[config.mk]
export PLATFORM = sky130hd
export DESIGN_NAME = tofHistogram
export DESIGN_NICKNAME = d
export VERILOG_FILES = /design/src/design/histPkg.sv /design/src/design/eventDecoder.sv /design/src/design/histRam.sv /design/src/design/binAccumulator.sv /design/src/design/peakTracker.sv /design/src/design/tofHistogram.sv
export SDC_FILE = /design/constraint.sdc
export NUM_CORES = 1
export LEC_CHECK = 0
export ABC_AREA = 1
export BUFFER_PORTS_ARGS = -buffer_cell sky130_fd_sc_hd__buf_4
export CAP_MARGIN = 15
export CORE_MARGIN = 10
export CORE_UTILIZATION = 40
export CTS_BUF_LIST = sky130_fd_sc_hd__clkbuf_8
export DETAILED_ROUTE_END_ITERATION = 7
export PLACE_DENSITY_LB_ADDON = 0.08
export SYNTH_ARGS = -nofsm -noshare
export SYNTH_HDL_FRONTEND = slang
export SYNTH_SLANG_ARGS = --single-unit
[constraint.sdc]
create_clock -name clk -period 4.8 [get_ports clk]
set_input_delay 0.24 -clock clk [delete_from_list [all_inputs] [get_ports clk]]
set_output_delay 0.24 -clock clk [all_outputs]
set_load 0.005 [all_outputs]
[src/design/histPkg.sv]
package histPkg;

    // pixel array geometry
    localparam int PIXEL_NUM = 4;
    localparam int BIN_NUM = 16;
    localparam int PIXEL_W = $clog2(PIXEL_NUM);
    localparam int BIN_W = $clog2(BIN_NUM);

    // memory address is pixel index followed by bin index
    localparam int ADDR_W = PIXEL_W + BIN_W;
    localparam int MEM_DEPTH = PIXEL_NUM * BIN_NUM;

    // per-bin photon count, saturating
    localparam int COUNT_W = 8;
    localparam logic [COUNT_W-1:0] COUNT_MAX = '1;

    // input word and marker tag
    localparam int WORD_W = 12;
    localparam int TAG_W = 8;

    // padding between kind flag and payload in each view
    localparam int EVT_PAD_W = WORD_W - 1 - PIXEL_W - BIN_W;
    localparam int MRK_PAD_W = WORD_W - 1 - TAG_W;

    // kind flag, msb of both views
    localparam logic KIND_EVENT = 1'b0;
    localparam logic KIND_MARKER = 1'b1;

    // one input word, decoded as photon event or frame-end marker
    typedef union packed {
        // photon hit on a pixel in one time bin
        struct packed {
            logic                 kind;
            logic [EVT_PAD_W-1:0] unused;
            logic [PIXEL_W-1:0]   pixel;
            logic [BIN_W-1:0]     bin;
        } eventView;
        // end of frame, tag echoed with the peaks
        struct packed {
            logic                 kind;
            logic [MRK_PAD_W-1:0] unused;
            logic [TAG_W-1:0]     tag;
        } markerView;
    } histWord;

endpackage

[src/design/eventDecoder.sv]
`timescale 1ns/1ns

module eventDecoder import histPkg::*; (
    input  logic              clk,
    input  logic              rstN,
    input  logic              dataValid,
    input  histWord           dataIn,
    input  logic              busy,
    output logic              incValid,
    output logic [ADDR_W-1:0] incAddr,
    output logic              frameValid,
    output logic [TAG_W-1:0]  frameTag
);

    logic accept;
    logic isEvent;
    logic isMarker;

    // words are dropped while the memory is being cleared
    assign accept = dataValid && !busy;

    // kind bit is shared, read through each view
    assign isEvent = (dataIn.eventView.kind == KIND_EVENT);
    assign isMarker = (dataIn.markerView.kind == KIND_MARKER);

    // strobes, one cycle after the input strobe
    always_ff @(posedge clk) begin
        if (!rstN) begin
            incValid <= 1'b0;
            frameValid <= 1'b0;
        end else begin
            incValid <= accept && isEvent;
            frameValid <= accept && isMarker;
        end
    end

    // payload only loaded with its strobe
    always_ff @(posedge clk) begin
        if (accept && isEvent) begin
            // pixel in the upper bits, bin in the lower
            incAddr <= {dataIn.eventView.pixel, dataIn.eventView.bin};
        end
        if (accept && isMarker) begin
            frameTag <= dataIn.markerView.tag;
        end
    end

endmodule

[src/design/histRam.sv]
`timescale 1ns/1ns

module histRam import histPkg::*; (
    input  logic               clk,
    input  logic               rdEn,
    input  logic [ADDR_W-1:0]  rdAddr,
    output logic [COUNT_W-1:0] rdData,
    input  logic               wrEn,
    input  logic [ADDR_W-1:0]  wrAddr,
    input  logic [COUNT_W-1:0] wrData
);

    // one count per pixel and bin
    logic [COUNT_W-1:0] mem [MEM_DEPTH];

    // write port
    always_ff @(posedge clk) begin
        if (wrEn) begin
            mem[wrAddr] <= wrData;
        end
    end

    // registered read port
    // same-cycle write to the same address returns old data,
    // the accumulator forwards around that
    always_ff @(posedge clk) begin
        if (rdEn) begin
            rdData <= mem[rdAddr];
        end
    end

endmodule

[src/design/binAccumulator.sv]
`timescale 1ns/1ns

module binAccumulator import histPkg::*; (
    input  logic               clk,
    input  logic               rstN,
    input  logic               incValid,
    input  logic [ADDR_W-1:0]  incAddr,
    input  logic               frameValid,
    output logic               rdEn,
    output logic [ADDR_W-1:0]  rdAddr,
    input  logic [COUNT_W-1:0] rdData,
    output logic               wrEn,
    output logic [ADDR_W-1:0]  wrAddr,
    output logic [COUNT_W-1:0] wrData,
    output logic               updValid,
    output logic [ADDR_W-1:0]  updAddr,
    output logic [COUNT_W-1:0] updCount,
    output logic               busy
);

    // request waiting for its read data
    logic               reqValid;
    logic [ADDR_W-1:0]  reqAddr;
    // last increment written, for back-to-back hits
    logic               fwdValid;
    logic [ADDR_W-1:0]  fwdAddr;
    logic [COUNT_W-1:0] fwdCount;
    // clear sweep control
    logic               drainStep;
    logic               clearing;
    logic [ADDR_W-1:0]  clearAddr;
    logic [COUNT_W-1:0] baseCount;
    logic [COUNT_W-1:0] newCount;

    // read issued in the same cycle as the request
    assign rdEn = incValid;
    assign rdAddr = incAddr;

    // memory still holds the old value if the previous write hit this address
    assign baseCount = (fwdValid && fwdAddr == reqAddr) ? fwdCount : rdData;
    // hold at full scale
    assign newCount = (baseCount == COUNT_MAX) ? baseCount : baseCount + 1'b1;

    // write port shared by increments and the clear sweep
    assign wrEn = reqValid || clearing;
    assign wrAddr = clearing ? clearAddr : reqAddr;
    assign wrData = clearing ? '0 : newCount;

    // every completed increment goes to the peak tracker
    assign updValid = reqValid;
    assign updAddr = reqAddr;
    assign updCount = newCount;

    // high from the marker strobe until the last address is cleared
    assign busy = frameValid || drainStep || clearing;

    always_ff @(posedge clk) begin
        if (!rstN) begin
            reqValid <= 1'b0;
            fwdValid <= 1'b0;
            drainStep <= 1'b0;
            clearing <= 1'b0;
            clearAddr <= '0;
        end else begin
            reqValid <= incValid;
            fwdValid <= reqValid;
            // one cycle gap so the last increment lands first
            drainStep <= frameValid;
            if (drainStep) begin
                clearing <= 1'b1;
            end else if (clearing && clearAddr == ADDR_W'(MEM_DEPTH - 1)) begin
                clearing <= 1'b0;
            end
            // counter wraps back to zero on the last address
            if (clearing) begin
                clearAddr <= clearAddr + 1'b1;
            end
        end
    end

    // payload side, no reset
    always_ff @(posedge clk) begin
        reqAddr <= incAddr;
        fwdAddr <= reqAddr;
        fwdCount <= newCount;
    end

endmodule

[src/design/peakTracker.sv]
`timescale 1ns/1ns

module peakTracker import histPkg::*; (
    input  logic               clk,
    input  logic               rstN,
    input  logic               updValid,
    input  logic [ADDR_W-1:0]  updAddr,
    input  logic [COUNT_W-1:0] updCount,
    input  logic               frameValid,
    input  logic [TAG_W-1:0]   frameTag,
    output logic               peakValid,
    output logic [PIXEL_W-1:0] peakPixel,
    output logic [BIN_W-1:0]   peakBin,
    output logic [COUNT_W-1:0] peakCount,
    output logic [TAG_W-1:0]   peakFrame
);

    // best bin and its count, per pixel
    logic [BIN_W-1:0]   bestBin [PIXEL_NUM];
    logic [COUNT_W-1:0] bestCount [PIXEL_NUM];
    logic [PIXEL_W-1:0] updPixel;
    logic [BIN_W-1:0]   updBin;
    // frame-end sequence
    logic               draining;
    logic               emitting;
    logic [PIXEL_W-1:0] emitPixel;
    logic [TAG_W-1:0]   tagReg;

    assign updPixel = updAddr[ADDR_W-1 -: PIXEL_W];
    assign updBin = updAddr[BIN_W-1:0];

    // one pixel per cycle while emitting
    assign peakValid = emitting;
    assign peakPixel = emitPixel;
    assign peakBin = bestBin[emitPixel];
    assign peakCount = bestCount[emitPixel];
    assign peakFrame = tagReg;

    always_ff @(posedge clk) begin
        if (!rstN) begin
            draining <= 1'b0;
            emitting <= 1'b0;
            emitPixel <= '0;
            for (int i = 0; i < PIXEL_NUM; i++) begin
                bestBin[i] <= '0;
                bestCount[i] <= '0;
            end
        end else begin
            // marker cycle plus one more lets the last update settle
            draining <= frameValid;
            if (draining) begin
                emitting <= 1'b1;
                emitPixel <= '0;
            end else if (emitting) begin
                emitPixel <= emitPixel + 1'b1;
                if (emitPixel == PIXEL_W'(PIXEL_NUM - 1)) begin
                    emitting <= 1'b0;
                    // next frame starts from empty peaks
                    for (int i = 0; i < PIXEL_NUM; i++) begin
                        bestBin[i] <= '0;
                        bestCount[i] <= '0;
                    end
                end
            end
            // strictly greater, so a tie keeps the earlier bin
            if (updValid && updCount > bestCount[updPixel]) begin
                bestBin[updPixel] <= updBin;
                bestCount[updPixel] <= updCount;
            end
        end
    end

    // tag held for the whole emit sequence
    always_ff @(posedge clk) begin
        if (frameValid) begin
            tagReg <= frameTag;
        end
    end

endmodule

[src/design/tofHistogram.sv]
`timescale 1ns/1ns

module tofHistogram import histPkg::*; (
    input  logic               clk,
    input  logic               rstN,
    input  logic               dataValid,
    input  histWord            dataIn,
    output logic               peakValid,
    output logic [PIXEL_W-1:0] peakPixel,
    output logic [BIN_W-1:0]   peakBin,
    output logic [COUNT_W-1:0] peakCount,
    output logic [TAG_W-1:0]   peakFrame,
    output logic               busy
);

    // decoder to accumulator and tracker
    logic               incValid;
    logic [ADDR_W-1:0]  incAddr;
    logic               frameValid;
    logic [TAG_W-1:0]   frameTag;
    // accumulator to memory
    logic               rdEn;
    logic [ADDR_W-1:0]  rdAddr;
    logic [COUNT_W-1:0] rdData;
    logic               wrEn;
    logic [ADDR_W-1:0]  wrAddr;
    logic [COUNT_W-1:0] wrData;
    // accumulator to tracker
    logic               updValid;
    logic [ADDR_W-1:0]  updAddr;
    logic [COUNT_W-1:0] updCount;

    // stage 1, word split
    eventDecoder u_eventDecoder (
        .clk        (clk),
        .rstN       (rstN),
        .dataValid  (dataValid),
        .dataIn     (dataIn),
        .busy       (busy),
        .incValid   (incValid),
        .incAddr    (incAddr),
        .frameValid (frameValid),
        .frameTag   (frameTag)
    );

    // stage 2, count update and clear sweep
    binAccumulator u_binAccumulator (
        .clk        (clk),
        .rstN       (rstN),
        .incValid   (incValid),
        .incAddr    (incAddr),
        .frameValid (frameValid),
        .rdEn       (rdEn),
        .rdAddr     (rdAddr),
        .rdData     (rdData),
        .wrEn       (wrEn),
        .wrAddr     (wrAddr),
        .wrData     (wrData),
        .updValid   (updValid),
        .updAddr    (updAddr),
        .updCount   (updCount),
        .busy       (busy)
    );

    // count storage
    histRam u_histRam (
        .clk    (clk),
        .rdEn   (rdEn),
        .rdAddr (rdAddr),
        .rdData (rdData),
        .wrEn   (wrEn),
        .wrAddr (wrAddr),
        .wrData (wrData)
    );

    // stage 3, peaks per pixel
    peakTracker u_peakTracker (
        .clk        (clk),
        .rstN       (rstN),
        .updValid   (updValid),
        .updAddr    (updAddr),
        .updCount   (updCount),
        .frameValid (frameValid),
        .frameTag   (frameTag),
        .peakValid  (peakValid),
        .peakPixel  (peakPixel),
        .peakBin    (peakBin),
        .peakCount  (peakCount),
        .peakFrame  (peakFrame)
    );

endmodule

# == Word-level counts from Yosys, hierarchy flattened ==
# Memory sizes are Yosys's and may differ from the RTL's. A register that Yosys moved wholly into a read port is not among the register bits.
# Index checks and enable logic that the tools add are counted.
# totals
register_bits,57
latchBits,0
ramBits,560
rom_bits,0
inputBits,15
out_inout_bits,24
elab_cells,80
memories,3
# classes
n_addsub,3
multipliers,0
n_div,0
n_lt_le_gt_ge,1
eq_ne,4
shift,0
muxes,32
bitwise_logic,10
reduce_logical,12
# memory_table
name,depth,width,rd,rd_clocked_by_memory_dff,write_ports,line,source
u_histRam.mem,64,8,1,1,1,histRam.sv:14,logic [COUNT_W-1:0] mem [MEM_DEPTH];
u_peakTracker.bestCount,4,8,2,2,5,peakTracker.sv:20,logic [COUNT_W-1:0] bestCount [PIXEL_NUM];
u_peakTracker.bestBin,4,4,1,1,5,peakTracker.sv:19,logic [BIN_W-1:0] bestBin [PIXEL_NUM];
# op_table
operator,n
2-to-1 mux 8 bit,7
2-to-1 mux 1 bit,16
2-to-1 mux 4 bit,4
adder 8 x 1 -> 8 bit (second input constant),1
equality test 8 bit (second input constant),1
greater-than comparator 8 bit,1
2-to-1 mux 2 bit,4
bitwise OR 1 bit,8
adder 6 x 1 -> 6 bit (second input constant),1
equality test 6 bit,1
equality test 6 bit (second input constant),1
logical AND 1 bit,6
2-to-1 mux 6 bit,1
logical OR 1 bit,3
adder 2 x 1 -> 2 bit (second input constant),1
equality test 2 bit (second input constant),1
inverter 1 bit,2
nonzero test 2 bit,1
OR reduction 2 bit,1
zero test 1 bit,1

# == Logic depth before layout (Yosys ltp) ==
# logic_depth
depth_word,10
mapped_depth,25
depth_no_buf,24

# == By module ==
# From an unflattened synthesis, not the netlist that was laid out.
# unflattened
cells_unflattened,2337
hier_area_um2,26417.8
# by_module_without_submodules
mod,instances,cells_per_inst,area_per_inst_um2,seq_area_each_um2
histRam,1,1805,21419.3,15615.0
peakTracker,1,286,2935.3,1801.7
binAccumulator,1,221,1551.5,600.6
eventDecoder,1,25,511.7,460.4

# == Least setup slack after synthesis ==
# Ideal clock, no wire load.
# synth_path
kind,register -> register
start,"register u_binAccumulator.reqAddr[5], in the netlist u_binAccumulator.updAddr[5]"
end,memory u_histRam.mem[0][5] (data pin)
setup_ns,0.548
t_arrival_ns,3.468
required_time_ns,4.252
path_slack_ns,0.784
stages_incl_launch_ff,13
n_path_buf,2
period_less_slack_ns,4.016
cell_sequence,dfxtp_1 buf_6 a21boi_2 nand2_2 nor2_8 nand3_1 nand2_1 ha_1 nand2_2 nor2_8 nand3_4 buf_6 a21oi_1
# synth_via
elab_chain_len,6
elab_cells_between_ends,7
cone_classes,1 x add/sub; 2 x eq/ne; 3 x mux; 1 x reduce/logical
# synth_rtl
element,line,source
from (decl),binAccumulator.sv:23,logic [ADDR_W-1:0] reqAddr;
from (signal assigned),binAccumulator.sv:83,reqAddr <= incAddr;
equality test 6 bit (*),binAccumulator.sv:40,assign baseCount = (fwdValid && fwdAddr == reqAddr) ? fwdCount : rdData;
logical AND 1 bit (*),binAccumulator.sv:40,
2-to-1 mux 8 bit (*),binAccumulator.sv:40,
adder 8 x 1 -> 8 bit / equality test 8 bit (equally long branches),binAccumulator.sv:42,assign newCount = (baseCount == COUNT_MAX) ? baseCount : baseCount + 1'b1;
2-to-1 mux 8 bit (*),binAccumulator.sv:42,
2-to-1 mux 8 bit (*),binAccumulator.sv:47,assign wrData = clearing ? '0 : newCount;
named net u_binAccumulator.wrData[5],binAccumulator.sv:14,"output logic [COUNT_W-1:0] wrData,"
to (decl),histRam.sv:14,
# The timed path passes the listed nets; every way through them passes the cells marked *.

==> impl_results.md <==
* Largest family of logic cells by synthesized area: compound AO/OA/AOI/OAI gates
* First-pass GRT wire length at 106 mm
* Footprint of the multi-input gates at roughly 6100 sq um
* Largest cells by area after synthesis: edfxtp_1 (70%), o21ai_0 (6.8%), nor2_1 (6.3%)
* PostCTS Resize Cnt at 0
* Cell area after synthesis at approximately 25,000 sq um
* Vias per inst at ~5.4
* Core area at between 60,000 and 70,000 sq um
* Antenna violation net count after detailed routing at 0
* Clock Path Buffers at 3
* Post-Synthesis Cells at 2,067
* Cell Pwr Density at about 390 nW/um^2
* Period minus WS final at between 4 and 5 ns
* # fillers at just under 6,000
* Net Switching at 0.00281 W
* Cell taking the most area after synthesis: edfxtp_1
* CP peak stage delay at ~0.52 ns
* Max FO, Critical Path at 12
* Register area share after synthesis at around 73%
* CP dominant cell by count: nand2_1
* Rows at between 90 and 100
* Combinational Power Share at 7.6%
* Cell-internal power at approximately 0.0085 W
* Net Count, Synth at 2,093
* Hold slack at between 0.2 and 0.3 ns
* CTS buffer count at 107
* Initial antenna violation count at 1
* Area grow syn2layout at 13.9%
* Nets@finish at between 2,000 and 2,500
* Placed inst area at about 27,000 sq um
* Clock Sink Count at 627
* Clock root buffer: clkbuf_8
* Final Cycle Share at ~87%
* Static leakage at ~9.9 nW
* Commonest non-fill, non-tap cell in the layout: edfxtp_1
* Synth warnings at 0
* Register area at between 15,000 and 20,000 sq um
* Post-synthesis mux area share at less than 1%
* Buffers on Ports at 35
* Critical path cell sequence: inv_2 > nand2_1 > o21ai_1 > nor2_4 > nand3_1 > nand2_1 > ha_1 > nand2_2 > nor2_8 > nand2_1 > o21ai_2 > inv_1 > ha_1 > nand4_1 > o221ai_1 > nand2_1 > nor2_1 > nand2_1 > nand2_1
* DRT Pass-1 Iters at 5
* Flops & latches, synth at between 600 and 700
* Total negative setup slack at 0 ns
* Vias after detailed routing at roughly 17,000
* Largest net degree at the start of global routing at 138
* WP data required at about 5 ns
* Critical Path AT at around 4.5 ns
* Commonest cells after routing, fill and taps aside: edfxtp_1 (590), nor2_1 (421), o21ai_0 (345), nand2_1 (148), o22ai_1 (141)
* Chip Width at approximately 270 um
* HPWL Detailed at 40.9 mm
* Worst vdd ir at approximately 210 uV
* Critical Path End Type: flop
* I/O Pins at 39
* Worst-margin pin slew at between 1 and 1.5 ns
* Total GRT Usage at between 10% and 20%
* Fin. max-slew vios at 0
* Clk_lat worst skew at just under 0.7 ns
* Synth Area in XOR/XNOR at 0.168%
* Number of max-cap violations at 0
* Synth top area share at a little over two thirds
* Netlist cell types at 39
* Met2 wire len at roughly 32 mm
* Post-CTS setup buffers at 0
* Clock share of power at between 30% and 40%
* Fmax at 0.239 GHz
* RSZ-0062 raised after global routing: no
* Sw frac at around a quarter
* Clock Pin Slew Worst Setup and Hold Paths at approximately 0.060 ns
* Slew HR at about a quarter
* # hold bufs at CTS at 13
* Adder-cell share of the synthesized area at less than 1%
* M1 WL at 32.5 mm
* Met3 Wirelength at between 4 and 5 mm
* Die ar. at approximately 74,000 sq um
* Compound-Gate Fraction of Synth Area at 12.9%
* Htree depth at 3
* Fin. Hold Viols at 0
* Grt ovf at 0
* Initial Util at between 40% and 50%
* DR top layer: met4
* Simple-Gate Fraction of Synth Area at between 10% and 20%
* Vias in the first global route at about 16,000
* Die Y-Extent at 271 um
* WS Path Type: flop to flop
* Slowest-stage cell, CP: nand2_1
* First DRT Iteration DRCs at approximately 1,400
* Final wirelength at around 70 mm
* CTS tree: yes
* Reg power frac at about 55%
* Fin area at around 29,000 sq um
* Final setup viols at 0
* Mean Syn Cell Area at approximately 12 sq um
* Final RePlAce weighted congestion at between 0.7 and 0.8
* Clock Skews at roughly 0.025 ns
* DRC violations left at 0
* Critical Path Source Type: flop
* Layout cells sized above 1 at about an eighth
* Hold WC Path Type: input port to flop
* Status: completed
* Routed len/inst at around 23 um
==> metrics by stage <==
stage          total power (W)  instances  utilization, %  setup slack [ns]
3_3_place_gp           0.00712       2894            42.5             0.778
4_1_cts                 0.0114       3102            45.8             0.645
3_5_place_dp           0.00713       2894            42.5             0.659
5_1_grt                 0.0117       3103            45.8             0.252
2_1_floorplan          0.00674       2067               -             0.784
6_report                0.0113       3103            45.8             0.624
==> layer usage <==
layer	track usage [%]	vias to the layer above
li1	-	7789
met1	26.8	8233
met2	29.3	526
met3	3.46	107
met4	5.83	0
met5	0	-
==> flip-flops by register name (all words and copies together), names as in the netlist, named ones only <==
register and cells:
u_eventDecoder.frameTag 8, u_histRam.mem 512, u_eventDecoder.incAddr 6, u_binAccumulator.updAddr 6, u_peakTracker.peakValid 1, u_binAccumulator.fwdAddr 6, u_eventDecoder.frameValid 1, u_binAccumulator.clearing 1
u_peakTracker.peakFrame 8, u_peakTracker.bestCount 32, u_histRam.rdData 8, u_peakTracker.peakPixel 2, u_binAccumulator.updValid 1, u_peakTracker.draining 1, u_peakTracker.bestBin 16, u_binAccumulator.fwdValid 1
u_binAccumulator.fwdCount 8, u_eventDecoder.incValid 1, u_binAccumulator.clearAddr 6
==> cells in the mapped netlist, drive strengths merged <==
cell type  count
o21a           1
or2            1
buf           21
o22ai        141
a21boi         1
o21ai        362
xnor2          2
a221oi         7
inv           63
mux2i          1
ha            11
nand2        154
o221ai         2
edfxtp       590
nand3         32
o211ai        16
nand4         11
a21oi         55
nor2         431
clkbuf       103
a22o           7
xor2           2
clkinv         2
nor3           6
nor4           8
dfxtp         37
==> final cells by class <==
| class | instances | share of cell area, % |
|---|---|---|
| Sequential cell | 627 | 64.2 |
| Multi-Input combinational cell | 1251 | 21.3 |
| Clock buffer | 113 | 5.41 |
| Tap cell | 846 | 3.68 |
| Timing Repair Buffer | 118 | 3.41 |
| Clock inverter | 82 | 1.16 |
| Inverter | 65 | 0.870 |
| Antenna cell | 1 | 0.00870 |
==> worst paths after layout <==
| kind | from | to | slack [ns] | cells past startpoint |
|---|---|---|---|---|
| max reg2reg | u_binAccumulator.updAddr[3] | u_peakTracker.bestCount[1][2] | 0.62 | 19 |
| max | u_binAccumulator.updAddr[3] | u_peakTracker.bestCount[1][2] | 0.62 | 19 |
| min | dataIn[7] | u_eventDecoder.frameTag[7] | 0.28 | 2 |
| min reg2reg | u_binAccumulator.updAddr[1] | u_binAccumulator.fwdAddr[1] | 0.38 | 0 |
==> critical path, delay by kind of cell, from the launching register on <==
family                     cells  cell delay, ns
and+or+nand+nor               12            2.00
AOI/OAI and AO/OA              3            0.66
DFF                            1            0.40
adders and majority gates      2            0.52
buffers and inverters          2            0.22
==> cell families (layout without fill, tap and decap cells) <==
group                      count (synthesis)  count (layout)
other                                      0               1
xor gates and xnor gates                   4               4
DFF                                      627             627
adders and majority gates                 11              11
buffers and inverters                    189             378
AOI/OAI and AO/OA                        592             592
muxes                                      1               1
and+or+nand+nor                          643             643
==> power groups by stage <==
stage	sequential [W]	combinational, W	clock [W]
finish	0.00616	0.000857	0.00428
global route	0.00617	0.000940	0.00464
CTS	0.00616	0.000865	0.00440
detailed placement	0.00627	0.000855	0
global placement	0.00627	0.000847	0
floorplan	0.00627	0.000468	0
No activity file was read; power rests on OpenSTA's default activity.
